===== src/hdl/rr_pkg.sv =====
// rr_pkg: digit format, operand and result widths, multiplier pipeline depth
`default_nettype none

package rr_pkg;

	// radix 4 signed digits
	localparam int RADIX = 4;

	// digits per operand
	localparam int OP_DIGITS = 4;

	// two's complement digit, one bit wider than log2 of the radix
	localparam int DIGIT_BITS = $clog2(RADIX) + 1;

	// operand digit vector, digit 0 in the low bits
	localparam int OP_BITS = OP_DIGITS * DIGIT_BITS;

	// operand as integer, covers +-255
	localparam int INT_BITS = 10;

	// result needs one digit more than the plain product
	localparam int RES_DIGITS = 2 * OP_DIGITS + 1;
	localparam int RES_BITS = RES_DIGITS * DIGIT_BITS;

	// product kept at result vector width
	localparam int PROD_BITS = RES_BITS;

	// product delay buffer entries
	localparam int BUF_STAGES = 4;

	// input reg + product reg + three shifts + output reg
	localparam int PIPE_DEPTH = BUF_STAGES + 2;

	// latency counter width
	localparam int TIMER_BITS = $clog2(PIPE_DEPTH);

endpackage

`default_nettype wire

===== src/hdl/rr_mult_top.sv =====
// rr_mult_top: signed-digit multiplier unit, converters, multiplier, recoder, timer, FSM
`default_nettype none

module rr_mult_top (
	input  logic                        clock,
	input  logic                        rst_n,
	input  logic                        start,
	input  logic [rr_pkg::OP_BITS-1:0]  x_digits,
	input  logic [rr_pkg::OP_BITS-1:0]  y_digits,
	output logic                        busy,
	output logic                        done,
	output logic [rr_pkg::RES_BITS-1:0] p_digits
);

	import rr_pkg::*;

	// operand integers
	logic signed [INT_BITS-1:0]  x_int;
	logic signed [INT_BITS-1:0]  y_int;
	// pipelined product
	logic signed [PROD_BITS-1:0] prod;
	// control between FSM, timer and recoder
	logic                        timer_load;
	logic                        expired;
	logic                        res_load;

	rr_digit_value u_x_value (
		.digits (x_digits),
		.value  (x_int)
	);

	rr_digit_value u_y_value (
		.digits (y_digits),
		.value  (y_int)
	);

	// samples every edge, FSM picks the right output slot
	rrp_mult u_mult (
		.clock (clock),
		.x_in  (x_int),
		.y_in  (y_int),
		.p_out (prod)
	);

	rr_digit_recode u_recode (
		.clock    (clock),
		.rst_n    (rst_n),
		.load     (res_load),
		.prod     (prod),
		.p_digits (p_digits)
	);

	rr_latency_timer u_timer (
		.clock   (clock),
		.rst_n   (rst_n),
		.load    (timer_load),
		.expired (expired)
	);

	rr_seq_ctrl u_ctrl (
		.clock      (clock),
		.rst_n      (rst_n),
		.start      (start),
		.expired    (expired),
		.timer_load (timer_load),
		.res_load   (res_load),
		.busy       (busy),
		.done       (done)
	);

endmodule

`default_nettype wire


===== src/hdl/rr_seq_ctrl.sv =====
// rr_seq_ctrl: idle/run/finish FSM for timer load, result load, busy and done
`default_nettype none

module rr_seq_ctrl (
	input  logic clock,
	input  logic rst_n,
	input  logic start,
	input  logic expired,
	output logic timer_load,
	output logic res_load,
	output logic busy,
	output logic done
);

	// one flop per active state, idle when both are low
	logic run_q;
	logic fin_q;
	logic idle;

	assign idle = !run_q && !fin_q;

	// start only counts in idle
	assign timer_load = idle && start;

	// product on the multiplier output, capture it
	assign res_load = run_q && expired;

	assign busy = run_q || fin_q;

	// finish lasts one cycle
	assign done = fin_q;

	always_ff @(posedge clock) begin
		if (!rst_n) begin
			run_q <= 1'b0;
			fin_q <= 1'b0;
		end else begin
			// enter run on accept, stay until capture
			run_q <= timer_load || (run_q && !expired);
			// finish right after capture, then idle
			fin_q <= res_load;
		end
	end

	a_done_pulse: assert property (
		@(posedge clock) disable iff (!rst_n)
		done |=> !done
	) else $error("rr_seq_ctrl: done held for more than one cycle");

	// expiry must land while a product is pending
	a_expire_in_run: assert property (
		@(posedge clock) disable iff (!rst_n)
		expired |-> run_q
	) else $error("rr_seq_ctrl: timer expired outside run");

endmodule

`default_nettype wire


===== src/hdl/rr_latency_timer.sv =====
// rr_latency_timer: down-counter over the multiplier pipeline depth, expiry flag
`default_nettype none

module rr_latency_timer (
	input  logic clock,
	input  logic rst_n,
	input  logic load,
	output logic expired
);

	import rr_pkg::*;

	// cycles left until the product shows
	logic [TIMER_BITS-1:0] count;
	// counting, cleared after expiry
	logic                  active;

	// single cycle flag at zero
	assign expired = active && (count == '0);

	always_ff @(posedge clock) begin
		if (!rst_n) begin
			active <= 1'b0;
			count  <= '0;
		end else if (load) begin
			active <= 1'b1;
			// load edge counts as the first pipeline edge
			count  <= TIMER_BITS'(PIPE_DEPTH - 1);
		end else if (active) begin
			if (count == '0) begin
				// back to idle
				active <= 1'b0;
			end else begin
				count <= count - 1'b1;
			end
		end
	end

	a_count_bound: assert property (
		@(posedge clock) disable iff (!rst_n)
		count <= TIMER_BITS'(PIPE_DEPTH - 1)
	) else $error("rr_latency_timer: count above pipeline depth");

endmodule

`default_nettype wire


===== src/hdl/rr_digit_recode.sv =====
// rr_digit_recode: product to nine radix-4 digits in -2..+1, result holding register
`default_nettype none

module rr_digit_recode (
	input  logic                                clock,
	input  logic                                rst_n,
	input  logic                                load,
	input  logic signed [rr_pkg::PROD_BITS-1:0] prod,
	output logic [rr_pkg::RES_BITS-1:0]         p_digits
);

	import rr_pkg::*;

	// running quotient
	logic signed [PROD_BITS-1:0] q;
	// remainder mod 4, always 0..3
	logic [DIGIT_BITS-2:0]       r;
	// recoded digits before capture
	logic [RES_BITS-1:0]         digits_next;
	// per digit range flags
	logic [RES_DIGITS-1:0]       digit_ok;
	// weighted value of the held digits
	logic signed [PROD_BITS-1:0] held_value;

	// digit extraction from the low end
	always_comb begin
		q = prod;
		for (int i = 0; i < RES_DIGITS; i++) begin
			// low bits give the remainder even for negative q
			r = q[DIGIT_BITS-2:0];
			// r of 2 or 3 becomes r - 4, i.e. top bit of r copied up
			digits_next[i*DIGIT_BITS +: DIGIT_BITS] = {r[DIGIT_BITS-2], r};
			// arithmetic shift = floor divide by 4
			q = q >>> (DIGIT_BITS - 1);
			// negative digit borrows, so carry one into the quotient
			if (r[DIGIT_BITS-2]) begin
				q = q + 1;
			end
		end
	end

	// hold result until next load
	always_ff @(posedge clock) begin
		if (!rst_n) begin
			p_digits <= '0;
		end else if (load) begin
			p_digits <= digits_next;
		end
	end

	// -2..+1 in 3 bits means the two top bits agree
	for (genvar i = 0; i < RES_DIGITS; i++) begin : g_chk
		assign digit_ok[i] = p_digits[i*DIGIT_BITS + DIGIT_BITS - 1]
			== p_digits[i*DIGIT_BITS + DIGIT_BITS - 2];
	end

	// top digit first, each step times 4 plus the next digit
	always_comb begin
		held_value = '0;
		for (int i = RES_DIGITS - 1; i >= 0; i--) begin
			held_value = (held_value <<< (DIGIT_BITS - 1))
				+ signed'(p_digits[i*DIGIT_BITS +: DIGIT_BITS]);
		end
	end

	a_digit_range: assert property (
		@(posedge clock) disable iff (!rst_n)
		&digit_ok
	) else $error("rr_digit_recode: held digit outside -2..+1");

	// held digits add up to the product seen on load
	a_digit_value: assert property (
		@(posedge clock) disable iff (!rst_n)
		$past(load) |-> held_value == $past(prod)
	) else $error("rr_digit_recode: held digits do not add up to the loaded product");

endmodule

`default_nettype wire


===== src/hdl/rrp_mult.sv =====
// rrp_mult: pipelined multiplier with input regs, product reg, delay buffer, output reg
`default_nettype none

module rrp_mult (
	input  logic                                clock,
	input  logic signed [rr_pkg::INT_BITS-1:0]  x_in,
	input  logic signed [rr_pkg::INT_BITS-1:0]  y_in,
	output logic signed [rr_pkg::PROD_BITS-1:0] p_out
);

	import rr_pkg::*;

	// operand capture
	logic signed [INT_BITS-1:0]  x_reg;
	logic signed [INT_BITS-1:0]  y_reg;

	// entry 0 is the product register, the rest are delay
	logic signed [PROD_BITS-1:0] p_buf [BUF_STAGES];

	// free running, one new pair per clock
	always_ff @(posedge clock) begin
		x_reg <= x_in;
		y_reg <= y_in;
		// operands widened to product width before multiply
		p_buf[0] <= x_reg * y_reg;
		for (int j = 1; j < BUF_STAGES; j++) begin
			p_buf[j] <= p_buf[j-1];
		end
		p_out <= p_buf[BUF_STAGES-1];
	end

	// output equals the product of the pair seen PIPE_DEPTH edges back,
	// checked once that history holds known values
	a_pipe_product: assert property (
		@(posedge clock)
		!$isunknown({$past(x_in, PIPE_DEPTH), $past(y_in, PIPE_DEPTH)})
		|-> p_out == $past(x_in, PIPE_DEPTH) * $past(y_in, PIPE_DEPTH)
	) else $error("rrp_mult: product does not match operands %0d cycles back",
		PIPE_DEPTH);

endmodule

`default_nettype wire


===== src/hdl/rr_digit_value.sv =====
// rr_digit_value: signed-digit operand vector to two's complement integer
`default_nettype none

module rr_digit_value (
	input  logic [rr_pkg::OP_BITS-1:0]         digits,
	output logic signed [rr_pkg::INT_BITS-1:0] value
);

	import rr_pkg::*;

	// weighted digit terms
	logic signed [INT_BITS-1:0] term [OP_DIGITS];

	for (genvar i = 0; i < OP_DIGITS; i++) begin : g_term
		// raw digit, -3..+3
		logic signed [DIGIT_BITS-1:0] d;
		// digit sign-extended to integer width
		logic signed [INT_BITS-1:0]   d_ext;

		assign d = digits[i*DIGIT_BITS +: DIGIT_BITS];
		// signed source, so this extends the sign
		assign d_ext = d;
		// weight 4**i as a left shift by 2*i
		assign term[i] = d_ext <<< ((DIGIT_BITS - 1) * i);
	end

	// sum of all weighted digits
	always_comb begin
		value = '0;
		for (int i = 0; i < OP_DIGITS; i++) begin
			value = value + term[i];
		end
	end

endmodule

`default_nettype wire


===== config.mk =====
export PLATFORM = sky130hd
export DESIGN_NAME = rr_mult_top
export DESIGN_NICKNAME = d
export VERILOG_FILES = /design/src/hdl/rr_pkg.sv /design/src/hdl/rr_mult_top.sv /design/src/hdl/rr_seq_ctrl.sv /design/src/hdl/rr_latency_timer.sv /design/src/hdl/rr_digit_recode.sv /design/src/hdl/rrp_mult.sv /design/src/hdl/rr_digit_value.sv
export SDC_FILE = /design/constraint.sdc
export NUM_CORES = 1
export LEC_CHECK = 0
export CORE_MARGIN = 3
export CORE_UTILIZATION = 45
export CTS_BUF_LIST = sky130_fd_sc_hd__clkbuf_8
export DETAILED_ROUTE_END_ITERATION = 7
export DONT_BUFFER_PORTS = 1
export GPL_TIMING_DRIVEN = 0
export SLEW_MARGIN = 20
export SYNTH_ARGS = -nofsm -noshare
export SYNTH_HDL_FRONTEND = slang
export SYNTH_HIERARCHICAL = 1
export SYNTH_SLANG_ARGS = --single-unit

===== constraint.sdc =====
create_clock -name clock -period 12.1 [get_ports clock]
set_input_delay 0.605 -clock clock [delete_from_list [all_inputs] [get_ports clock]]
set_output_delay 0.605 -clock clock [all_outputs]
set_load 0.01 [all_outputs]

# Word level (Yosys, flattened, before mapping)
# Memories as Yosys holds them, arrays and structs flattened. A register that Yosys moved wholly into a read port is not among the register bits.
# Index checks and enable logic that the tools add are counted.
# word_totals
reg_bits,52
ramBits,108
input_bits,27
output_inout_bits,29
wordCells,57
memories,1
# op_classes
n_addsub,15
mul,1
n_eq_ne,1
n_mux,14
n_bitwise,2
reduce_logical,15
# mem_list
name,depth,word_bits,rd,rd_ports_with_merged_regs,write_ports,line_no,rtl
u_mult.p_buf,4,27,4,1,4,rrp_mult.sv:18,logic signed [PROD_BITS-1:0] p_buf [BUF_STAGES];
# ops
operator,n
adder 8 x 9 -> 10 bit,2
multiplier 10 x 10 -> 20 bit,1
adder 16 x 2 -> 16 bit (second input constant),1
adder 6 x 7 -> 8 bit,2
2-to-1 mux 16 bit,1
adder 14 x 2 -> 14 bit (second input constant),1
2-to-1 mux 14 bit,1
adder 12 x 2 -> 12 bit (second input constant),1
adder 3 x 5 -> 6 bit,2
2-to-1 mux 12 bit,1
adder 10 x 2 -> 10 bit (second input constant),1
2-to-1 mux 10 bit,1
2-to-1 mux 3 bit,3
adder 8 x 2 -> 8 bit (second input constant),1
2-to-1 mux 8 bit,1
adder 6 x 2 -> 6 bit (second input constant),1
2-to-1 mux 6 bit,1
logical AND 1 bit,5
adder 4 x 2 -> 4 bit (second input constant),1
2-to-1 mux 4 bit,1
AND reduction 2 bit,2
zero test 1 bit,3
zero test 3 bit,1
2-to-1 mux 1 bit,3
8 further kinds,10

# Depth between registers and ports, before layout
# Gate-level depths: netlist (run 1).
# depth
depth_word,16
mapped_depth,29
ltp_nobuf,27

# Hierarchy
# Netlist (run 1), hierarchy kept.
# modules_own_cells
mod,instances,cells_per_inst,area_per_inst_um2,seq_area_each_um2
rrp_mult,1,593,6475.0,2402.3
rr_digit_recode,1,328,2613.8,360.3
rr_digit_value,2,38,357.8,0.0
rr_latency_timer,1,23,217.7,80.1
rr_seq_ctrl,1,8,87.6,40.0

# Worst setup path before layout (run 1)
# No wires, ideal clock.
# synth_path
path_type,register to register
startpoint,"register u_mult/p_out[4] (netlist bit), read port of u_mult.p_buf"
endpoint,"register, netlist name u_recode/p_digits[25]"
setup_ps,74
t_arrival_ps,6113
t_required_ps,12026
slack_ps,5913
path_stages_with_launch,30
n_path_buf,2
synth_period_minus_slack_ps,6187
cell_sequence,dfxtp_1 > buf_2 > and4_1 > xnor2_1 > inv_1 > ha_1 > xor2_1 > xnor2_1 > and3_1 > a21o_1 > and2_1 > o21ai_0 > xnor2_1 > ha_1 > and2_1 > clkbuf_1 > nand3_1 > or3_4 > and3_4 > nor4b_2 > xor2_1 > ha_1 > and2_1 > xnor3_1 > inv_1 > ha_1 > nor2b_1 > xnor3_1 > or4_1 > a31oi_1
# synth_between
elab_chain_len,16
# synth_lines
element,line_no,rtl
from (decl),rrp_mult.sv:8,output logic signed [rr_pkg::PROD_BITS-1:0] p_out
adder 16 x 2 -> 16 bit,rr_digit_recode.sv:37,q = q + 1;
2-to-1 mux 16 bit *,rr_digit_recode.sv:36,if (r[DIGIT_BITS-2]) begin
adder 14 x 2 -> 14 bit,rr_digit_recode.sv:37,
2-to-1 mux 14 bit *,rr_digit_recode.sv:36,
adder 12 x 2 -> 12 bit,rr_digit_recode.sv:37,
2-to-1 mux 12 bit *,rr_digit_recode.sv:36,
adder 10 x 2 -> 10 bit,rr_digit_recode.sv:37,
2-to-1 mux 10 bit *,rr_digit_recode.sv:36,
adder 8 x 2 -> 8 bit,rr_digit_recode.sv:37,
2-to-1 mux 8 bit *,rr_digit_recode.sv:36,
adder 6 x 2 -> 6 bit,rr_digit_recode.sv:37,
2-to-1 mux 6 bit *,rr_digit_recode.sv:36,
adder 4 x 2 -> 4 bit,rr_digit_recode.sv:37,
2-to-1 mux 4 bit *,rr_digit_recode.sv:36,
adder 2 bit,rr_digit_recode.sv:37,
2-to-1 mux 2 bit *,rr_digit_recode.sv:36,
# Mark *: on every way between the ends. The rest lies on a longest branch, timed or not.
# A chain may end at the register's enable or synchronous reset.

# Final worst setup path (run 1)
# layout_path
startpoint,"register u_mult/p_out[4] (netlist bit), read port of u_mult.p_buf"
endpoint,"register, netlist name u_recode/p_digits[25]"
# layout_between
elab_chain_len,16
# layout_lines
element,line_no
adder 16 x 2 -> 16 bit,rr_digit_recode.sv:37
2-to-1 mux 16 bit *,rr_digit_recode.sv:36
adder 14 x 2 -> 14 bit,rr_digit_recode.sv:37
2-to-1 mux 14 bit *,rr_digit_recode.sv:36
adder 12 x 2 -> 12 bit,rr_digit_recode.sv:37
2-to-1 mux 12 bit *,rr_digit_recode.sv:36
adder 10 x 2 -> 10 bit,rr_digit_recode.sv:37
2-to-1 mux 10 bit *,rr_digit_recode.sv:36
adder 8 x 2 -> 8 bit,rr_digit_recode.sv:37
2-to-1 mux 8 bit *,rr_digit_recode.sv:36
adder 6 x 2 -> 6 bit,rr_digit_recode.sv:37
2-to-1 mux 6 bit *,rr_digit_recode.sv:36
adder 4 x 2 -> 4 bit,rr_digit_recode.sv:37
2-to-1 mux 4 bit *,rr_digit_recode.sv:36
adder 2 bit,rr_digit_recode.sv:37
2-to-1 mux 2 bit *,rr_digit_recode.sv:36
# Marks and branches as above.

==> results of run 1 <==
## critical path, delay by kind of cell (launching register included)
family / cells / cell delay, ps
flip-flops: 1 / 300
XOR/XNOR: 7 / 2040
adder cells (fa/ha/maj): 4 / 780
AND/OR/NAND/NOR: 11 / 2520
AO/OA/AOI/OAI: 3 / 540
buffers and inverters: 4 / 570
## layout by cell type, fill, tap and decap left out, types with 6 or more instances in the layout
master,n
nand4_1,10
inv_1,152
clkbuf_8,17
a21oi_1,21
and3_1,8
fa_1,97
o21ai_0,12
a21o_1,12
nor2_1,23
a211oi_1,6
dfxtp_1,134
nor3_1,11
xnor2_1,44
clkbuf_1,24
mux2i_1,10
and2_1,43
ha_1,74
buf_4,14
nand2b_1,11
a31oi_1,6
o211a_1,8
nor2b_1,14
nand3_1,18
nand2_1,88
xor2_1,28
o21a_1,6
## worst min path at each step
stage / slack [ps] / startpoint / cells after the start / endpoint
after floorplan: 310 / u_mult/p_buf[0][0] / 0 / u_mult/p_buf[1][0]
after global placement: 310 / u_mult/p_buf[0][6] / 0 / u_mult/p_buf[1][6]
after detailed placement: 310 / u_mult/p_buf[0][17] / 0 / u_mult/p_buf[1][17]
after CTS: 240 / y_digits[0] / 1 / u_mult/y_reg[0]
after global routing: 230 / x_digits[1] / 1 / u_mult/x_reg[1]
final: 270 / y_digits[0] / 1 / u_mult/y_reg[0]
## routing by layer
metal / track usage / part of all wire / vias up
met5: 0 / 0 / -
met4: 0.0400 / 0.0092 / 0
met1: 0.194 / 0.46 / 3027
met2: 0.276 / 0.50 / 80
li1: - / - / 3173
met3: 0.0309 / 0.028 / 12
## cell type report
cell class / instances / area (µm²) / share of cell area
multi-input cells: 645 / 6080 / 0.588
flip-flops and latches: 134 / 2680 / 0.260
inverters: 152 / 571 / 0.0552
well taps: 270 / 338 / 0.0327
clock buffers: 17 / 234 / 0.0226
plain buffers: 43 / 226 / 0.0219
clock inverters: 15 / 204 / 0.0197
## stage by stage
stage,cell area (µm²),utilization,setup WS (ps)
final,10300,0.502,5280
after global routing,10300,0.502,4740
after CTS,10300,0.502,5280
after detailed placement,9890,0.481,5310
after global placement,9890,0.481,5370
after floorplan,9560,-,5910
==> flow_metrics.tcl, run 1 <==
set metrics [dict create \
    status "finished, final reports clean" \
    r2r.worst_path.cells 29 \
    synth_cells 974 \
    fill_cells 1955 \
    worstSetupPathType "reg2reg" \
    setup_tns_ps 0 \
    avgSynthCellArea_um2 9.81 \
    drt_iter0_markers 210 \
    cts_root_buffer "clkbuf_8" \
    layout-drive-gt1-share 0.0865 \
    wire_per_inst_um 12.9 \
    die_width_um 152 \
    reg_top3 "u_mult/p_buf (72), u_mult/p_out (18), u_recode/p_digits (18)" \
    crit_end "u_recode/p_digits[25]" \
    largest_reg_flops 72 \
    r2r-end "u_recode/p_digits[25]" \
    cts.clk_slew.worst_paths_ps 100 \
    insertion_delay_ps 450 \
    tightest_slew_ps 734 \
    cts_buffers 17 \
    numClockSinks 134 \
    dieArea_mm2 0.0230 \
    clock.fmax_mhz 147 \
    hpwl_um 13100 \
    drt-total-wl_um 16400 \
    finClkSkew_ps 25.2 \
    fin_cells 1276 \
    rrSetupSlack_ps 5280 \
    cp_max_fo 9 \
    cp-start-kind "flop" \
    cts_htree_levels 4 \
    postCtsHoldBufs 0 \
    num_antenna_cells 0 \
    fp.coreArea_mm2 0.0206 \
    final.min_clock_period_ps 6820 \
    worstHoldPathType "in2reg" \
    row_count 52 \
    drtPass1Iterations 5 \
    max_slew_margin 0.510 \
    largest-register "u_mult/p_buf" \
    dpl.cell_count 1244 \
    vias 6292 \
    gp_congestion 0.804 \
    clockBufferDepth 2 \
    cp-startpoint "u_mult/p_out[4]" \
    post_cts.repair.setup_buffers 0 \
    grt_pass1_wl_um 29100 \
    drc 0 \
    syn_area_mm2 0.00956 \
    finalSetupViolCount 0 \
    grt_use_total 0.156 \
    slew_violations 0 \
    drt.antenna.violating_nets 0 \
    min_period_over_period 0.563 \
    grt_overflow 0 \
    io_pins 56 \
    synth_fp_nets 1172 \
    max_stage_delay_ps 540 \
    start_util 0.465 \
    worstSetupEndpointType "flop" \
    hold_viol 0 \
    tritoncts "done" \
    cp_common_cell "ha_1" \
    layout.nets 1191 \
    drv_cap 0 \
    grt_max_degree 17 \
    critical_path_arrival_ps 7200 \
    die_h_um 152 \
    worst_path_max_delay_cell "or4_1" \
    yosysWarningCount 6 \
    io_buffers 0 \
    via_per_inst 4.93 \
    cp.required_ps 12480 \
    grt_setup_unrepaired "false" \
    antenna_found_initial 0 \
    synthToLayoutAreaGrowth_pct 8.12 \
    first_global_vias 6426 \
    whs_ps 267 \
    rr_startpoint "u_mult/p_out[4]" \
    cts_resized 0 \
]
Power of run 1 is left out: the tool's default activity adds up to more than one toggle a clock period on the data nets, which glitch-free logic cannot reach.
==> inputs of run 2 (changes only) <==
- ABC_AREA: unset -> 1
- clock period: 12.1 -> 6.25 ns (I/O delays scaled with it)
==> flow_metrics.tcl, run 2 <==
set metrics [dict create \
    layout.nets 1552 \
    utilization 0.501 \
    start_util 0.460 \
    drtPass1Iterations 5 \
    grt_overflow 0 \
    dpl.cell_count 1603 \
    via_per_inst 4.58 \
    rr_startpoint "u_mult/y_reg[2]" \
    fill_cells 2167 \
    r2r.worst_path.cells 19 \
    min_period_over_period 0.821 \
    fp.coreArea_mm2 0.0219 \
    hpwl_um 15300 \
    row_count 54 \
    drt.antenna.violating_nets 0 \
    worstSetupPathType "reg2reg" \
    cp_max_fo 10 \
    grt_setup_unrepaired "false" \
    layout-drive-gt1-share 0.103 \
    yosysWarningCount 6 \
    cts.clk_slew.worst_paths_ps 90 \
    largest_reg_flops 72 \
    tightest_slew_ps 591 \
    setup_tns_ps 0 \
    gp_congestion 0.865 \
    clockBufferDepth 2 \
    vias 7543 \
    hold_viol 0 \
    tritoncts "done" \
    largest-register "u_mult/p_buf" \
    critical_path_arrival_ps 5470 \
    cts_htree_levels 4 \
    dieArea_mm2 0.0242 \
    clock.fmax_mhz 195 \
    first_global_vias 7845 \
    cts_resized 0 \
    r2r-end "u_mult/p_buf[0][17]" \
    io_pins 56 \
    drt_iter0_markers 298 \
    whs_endpoint "u_timer/active" \
    holdPathStages 2 \
    grt_use_total 0.167 \
    rrSetupSlack_ps 1120 \
    grt_pass1_wl_um 33900 \
    synth_cells 1323 \
    synth_fp_nets 1521 \
    die_width_um 156 \
    fin_cells 1647 \
    drv_cap 0 \
    synthToLayoutAreaGrowth_pct 8.82 \
    avgSynthCellArea_um2 7.61 \
    slew_violations 0 \
    num_antenna_cells 0 \
    min_from "rst_n" \
    status "finished, final reports clean" \
    reg_top3 "u_mult/p_buf (72), u_mult/p_out (18), u_recode/p_digits (18)" \
    postCtsHoldBufs 12 \
    layout_commonest_cell "nand2_1" \
    grt_max_degree 17 \
    finalSetupViolCount 0 \
    whs_ps 71.7 \
    antenna_found_initial 0 \
    insertion_delay_ps 440 \
    syn_area_mm2 0.0101 \
    drc 0 \
    final_cell_mix "nand2_1, inv_1, dfxtp_1, fa_1, nor2_1" \
    post_cts.repair.setup_buffers 0 \
    final.min_clock_period_ps 5130 \
    io_buffers 0 \
    max_slew_margin 0.606 \
    worstSetupEndpointType "flop" \
    drt-total-wl_um 18500 \
    cp.required_ps 6590 \
    cts_buffers 17 \
    worstHoldPathType "in2reg" \
    die_h_um 156 \
    finClkSkew_ps 22.0 \
    cp-start-kind "flop" \
    numClockSinks 134 \
    cts_root_buffer "clkbuf_8" \
    wire_per_inst_um 11.2 \
]
run 2: cell type report:
| cell class | instances | area, µm² | area share |
|---|---|---|---|
| multi-input cells | 844 | 6040 | 0.551 |
| flip-flops and latches | 134 | 2680 | 0.245 |
| inverters | 307 | 1160 | 0.105 |
| well taps | 280 | 350 | 0.0320 |
| clock buffers | 17 | 234 | 0.0213 |
| plain buffers | 38 | 195 | 0.0178 |
| clock inverters | 15 | 184 | 0.0168 |
| repair buffers | 12 | 120 | 0.0110 |
run 2: metrics by stage:
step	worst slack, ps	cell area, µm²
after detailed placement	1090	10400
after global placement	1110	10400
final	1120	11000
after CTS	1070	11000
after floorplan	1650	10100
after global routing	501	11000
run 2: worst max-delay path by stage:
| stage | startpoint | endpoint | slack, ps | depth (start not counted) |
|---|---|---|---|---|
| 2_1_floorplan | u_mult/y_reg[1] | u_mult/p_buf[0][17] | 1650 | 19 |
| 3_3_place_gp | u_mult/y_reg[1] | u_mult/p_buf[0][17] | 1110 | 19 |
| 3_5_place_dp | u_mult/y_reg[1] | u_mult/p_buf[0][17] | 1090 | 19 |
| 4_1_cts | u_mult/y_reg[2] | u_mult/p_buf[0][17] | 1070 | 19 |
| 5_1_grt | u_mult/p_out[2] | u_recode/p_digits[25] | 500 | 45 |
| 6_report | u_mult/y_reg[2] | u_mult/p_buf[0][17] | 1120 | 19 |
run 2: metal layers:
metal	wire, µm	vias up	GRT usage
li1	-	3968	-
met1	8420	3472	0.205
met2	9390	86	0.304
met3	524	17	0.0336
met4	180	0	0.0375
met5	0	-	0
run 2: critical path: stages (launching register included):
cell and delay (ps):
dfxtp_1 330, clkbuf_1 430, nand2_1 220, fa_1 630
inv_1 150, fa_1 580, fa_1 440, fa_1 550
inv_1 60, fa_1 520, inv_1 40, ha_1 360
nand2_1 100, nand2_1 70, inv_1 80, o21ai_0 110
a21oi_1 200, nand2_1 70, nand2_1 60, nand2_1 40
Power of run 2 is left out for the same reason.
==> inputs of run 3 (changes only) <==
- ABC_AREA: 1 -> 0
- clock period: 6.25 -> 4.5 ns (I/O delays scaled with it)
==> flow_metrics.tcl, run 3 (synthesized netlist as in run 1, its figures left out) <==
set metrics [dict create \
    grt_pass1_wl_um 30600 \
    start_util 0.465 \
    tritoncts "done" \
    insertion_delay_ps 460 \
    cp-startpoint "u_mult/p_out[1]" \
    grt_overflow 0 \
    fp.coreArea_mm2 0.0206 \
    worst_path_max_delay_cell "or4_1" \
    grt_max_degree 17 \
    cts_htree_levels 4 \
    drv_cap 0 \
    finalSetupViolCount 8 \
    antenna_found_initial 0 \
    num_antenna_cells 0 \
    tightest_slew_ps 865 \
    worstSetupEndpointType "flop" \
    cts.clk_slew.worst_paths_ps 100 \
    vias 6570 \
    failed_checks "negative setup slack" \
    cts_root_buffer "clkbuf_8" \
    worstSetupPathType "reg2reg" \
    via_per_inst 4.92 \
    first_global_vias 6691 \
    routed.top_layer "met4" \
    dp_slack_ps -1580 \
    synthToLayoutAreaGrowth_pct 21.5 \
    finClkSkew_ps 23.5 \
    drt.antenna.violating_nets 0 \
    worstHoldPathType "in2reg" \
    critical_path_arrival_ps 5870 \
    reg_top3 "u_mult/p_buf (72), u_mult/p_out (18), u_recode/p_digits (18)" \
    final_cell_mix "inv_1, dfxtp_1, fa_1, nand2_1, buf_4" \
    path_delay_family "simple AND/OR/NAND/NOR gates" \
    wire_per_inst_um 13.6 \
    min_from "x_digits[11]" \
    wl_met1_um 8130 \
    holdPathStages 2 \
    grt_use_total 0.166 \
    hold_viol 0 \
    cp_max_fo 6 \
    grt_setup_unrepaired "true" \
    min_period_over_period 1.22 \
    layout_commonest_cell "inv_1" \
    io_pins 56 \
    drt_iter0_markers 181 \
    max_slew_margin 0.424 \
    largest-register "u_mult/p_buf" \
    rrSetupSlack_ps -980 \
    r2r.worst_path.cells 27 \
    die_width_um 152 \
    cp.required_ps 4890 \
    fin_ws_ps -984 \
    gp_congestion 0.816 \
    dr_wl_met2_um 9390 \
    fin_area_mm2 0.0116 \
    largest_reg_flops 72 \
    status "complete, but fails checks" \
    clockBufferDepth 2 \
    io_buffers 0 \
    place_area_mm2 0.0101 \
    drt-total-wl_um 18200 \
    final.min_clock_period_ps 5480 \
    whs_endpoint "u_mult/x_reg[8]" \
    rr_startpoint "u_mult/p_out[1]" \
    clock.fmax_mhz 182 \
    hpwl_um 13400 \
    cp-start-kind "flop" \
    layout.nets 1250 \
    drtPass1Iterations 5 \
    drc 0 \
    whs_ps 40.2 \
    wl_met3_um 446 \
    r2r-end "u_recode/p_digits[25]" \
    dpl.cell_count 1244 \
    max_stage_delay_ps 510 \
    slew_violations 0 \
    dieArea_mm2 0.0230 \
    die_h_um 152 \
    cts_buffers 17 \
    layout-drive-gt1-share 0.246 \
    fin_cells 1335 \
    row_count 52 \
    numClockSinks 134 \
    path_buf_inv 2 \
]
==> run 3: cell types whose count changed in the layout (fill, tap and decap cells not counted), moves of 19 or more <==
cell      change
clkbuf_1     -19
nor2_1       -65
xnor2_1      +32
and2_1       +37
dfxtp_1      -19
nand3_1      -56
buf_4        +43
ha_1         -19
inv_1       -158
nand2_1     -262
nand2_2      -32
==> run 3: stage by stage <==
step,TNS (ps),utilization
finish,-3400,0.565
global route,-5430,0.565
CTS,-3880,0.549
detailed placement,-8480,0.490
global placement,-7960,0.490
floorplan,-3110,-
==> run 3: timing repair <==
action                     in CTS  in global routing
gates cloned                    3                  0
setup endpoints to repair      13                 13
hold buffers                   14                  1
buffers inserted               34                 15
gates resized for setup        87                 65
pin swaps                      55                 46
hold endpoints to repair       24                  1
==> run 3: cell type report <==
| cell class | count | area, µm² |
|---|---|---|
| clock inverters | 15 | 161 |
| repair buffers | 67 | 584 |
| flip-flops and latches | 134 | 2720 |
| fillers | 1854 | 8950 |
| inverters | 152 | 573 |
| multi-input cells | 645 | 6680 |
| plain buffers | 35 | 328 |
| clock buffers | 17 | 234 |
| well taps | 270 | 338 |
==> run 3: how the worst max path moves through the flow <==
stage | end | cells after the start
2_1_floorplan | u_recode/p_digits[25] | 27
3_3_place_gp | u_recode/p_digits[25] | 23
3_5_place_dp | u_recode/p_digits[25] | 23
4_1_cts | u_recode/p_digits[25] | 26
5_1_grt | u_recode/p_digits[25] | 27
6_report | u_recode/p_digits[25] | 27
==> run 3: worst reg2reg max path: stages, from the launching register on <==
cell and delay, ps:
dfxtp_4 380, and4_4 280, xnor2_4 130, inv_2 60, ha_4 170, xor2_2 170, xnor2_1 120, and3_1 140
a21o_1 160, and2_4 170, o21ai_4 140, xnor2_2 140, ha_2 200, and2_4 160, nand3_2 70, or3_4 430
a21oi_4 210, nor4b_4 80, and4b_2 270, or3_1 320, buf_6 140, a21o_1 180, and2_1 170, ha_4 260
and2b_1 150, a31oi_4 50, or4_1 510, a31oi_1 170
==> run 3: per-layer routing <==
layer  global-route usage  vias to the layer above
li1                     -                     3277
met1                0.200                     3182
met2                0.300                       93
met3               0.0354                       18
met4               0.0458                        0
met5                    0                        -
Power of run 3 is left out for the same reason.
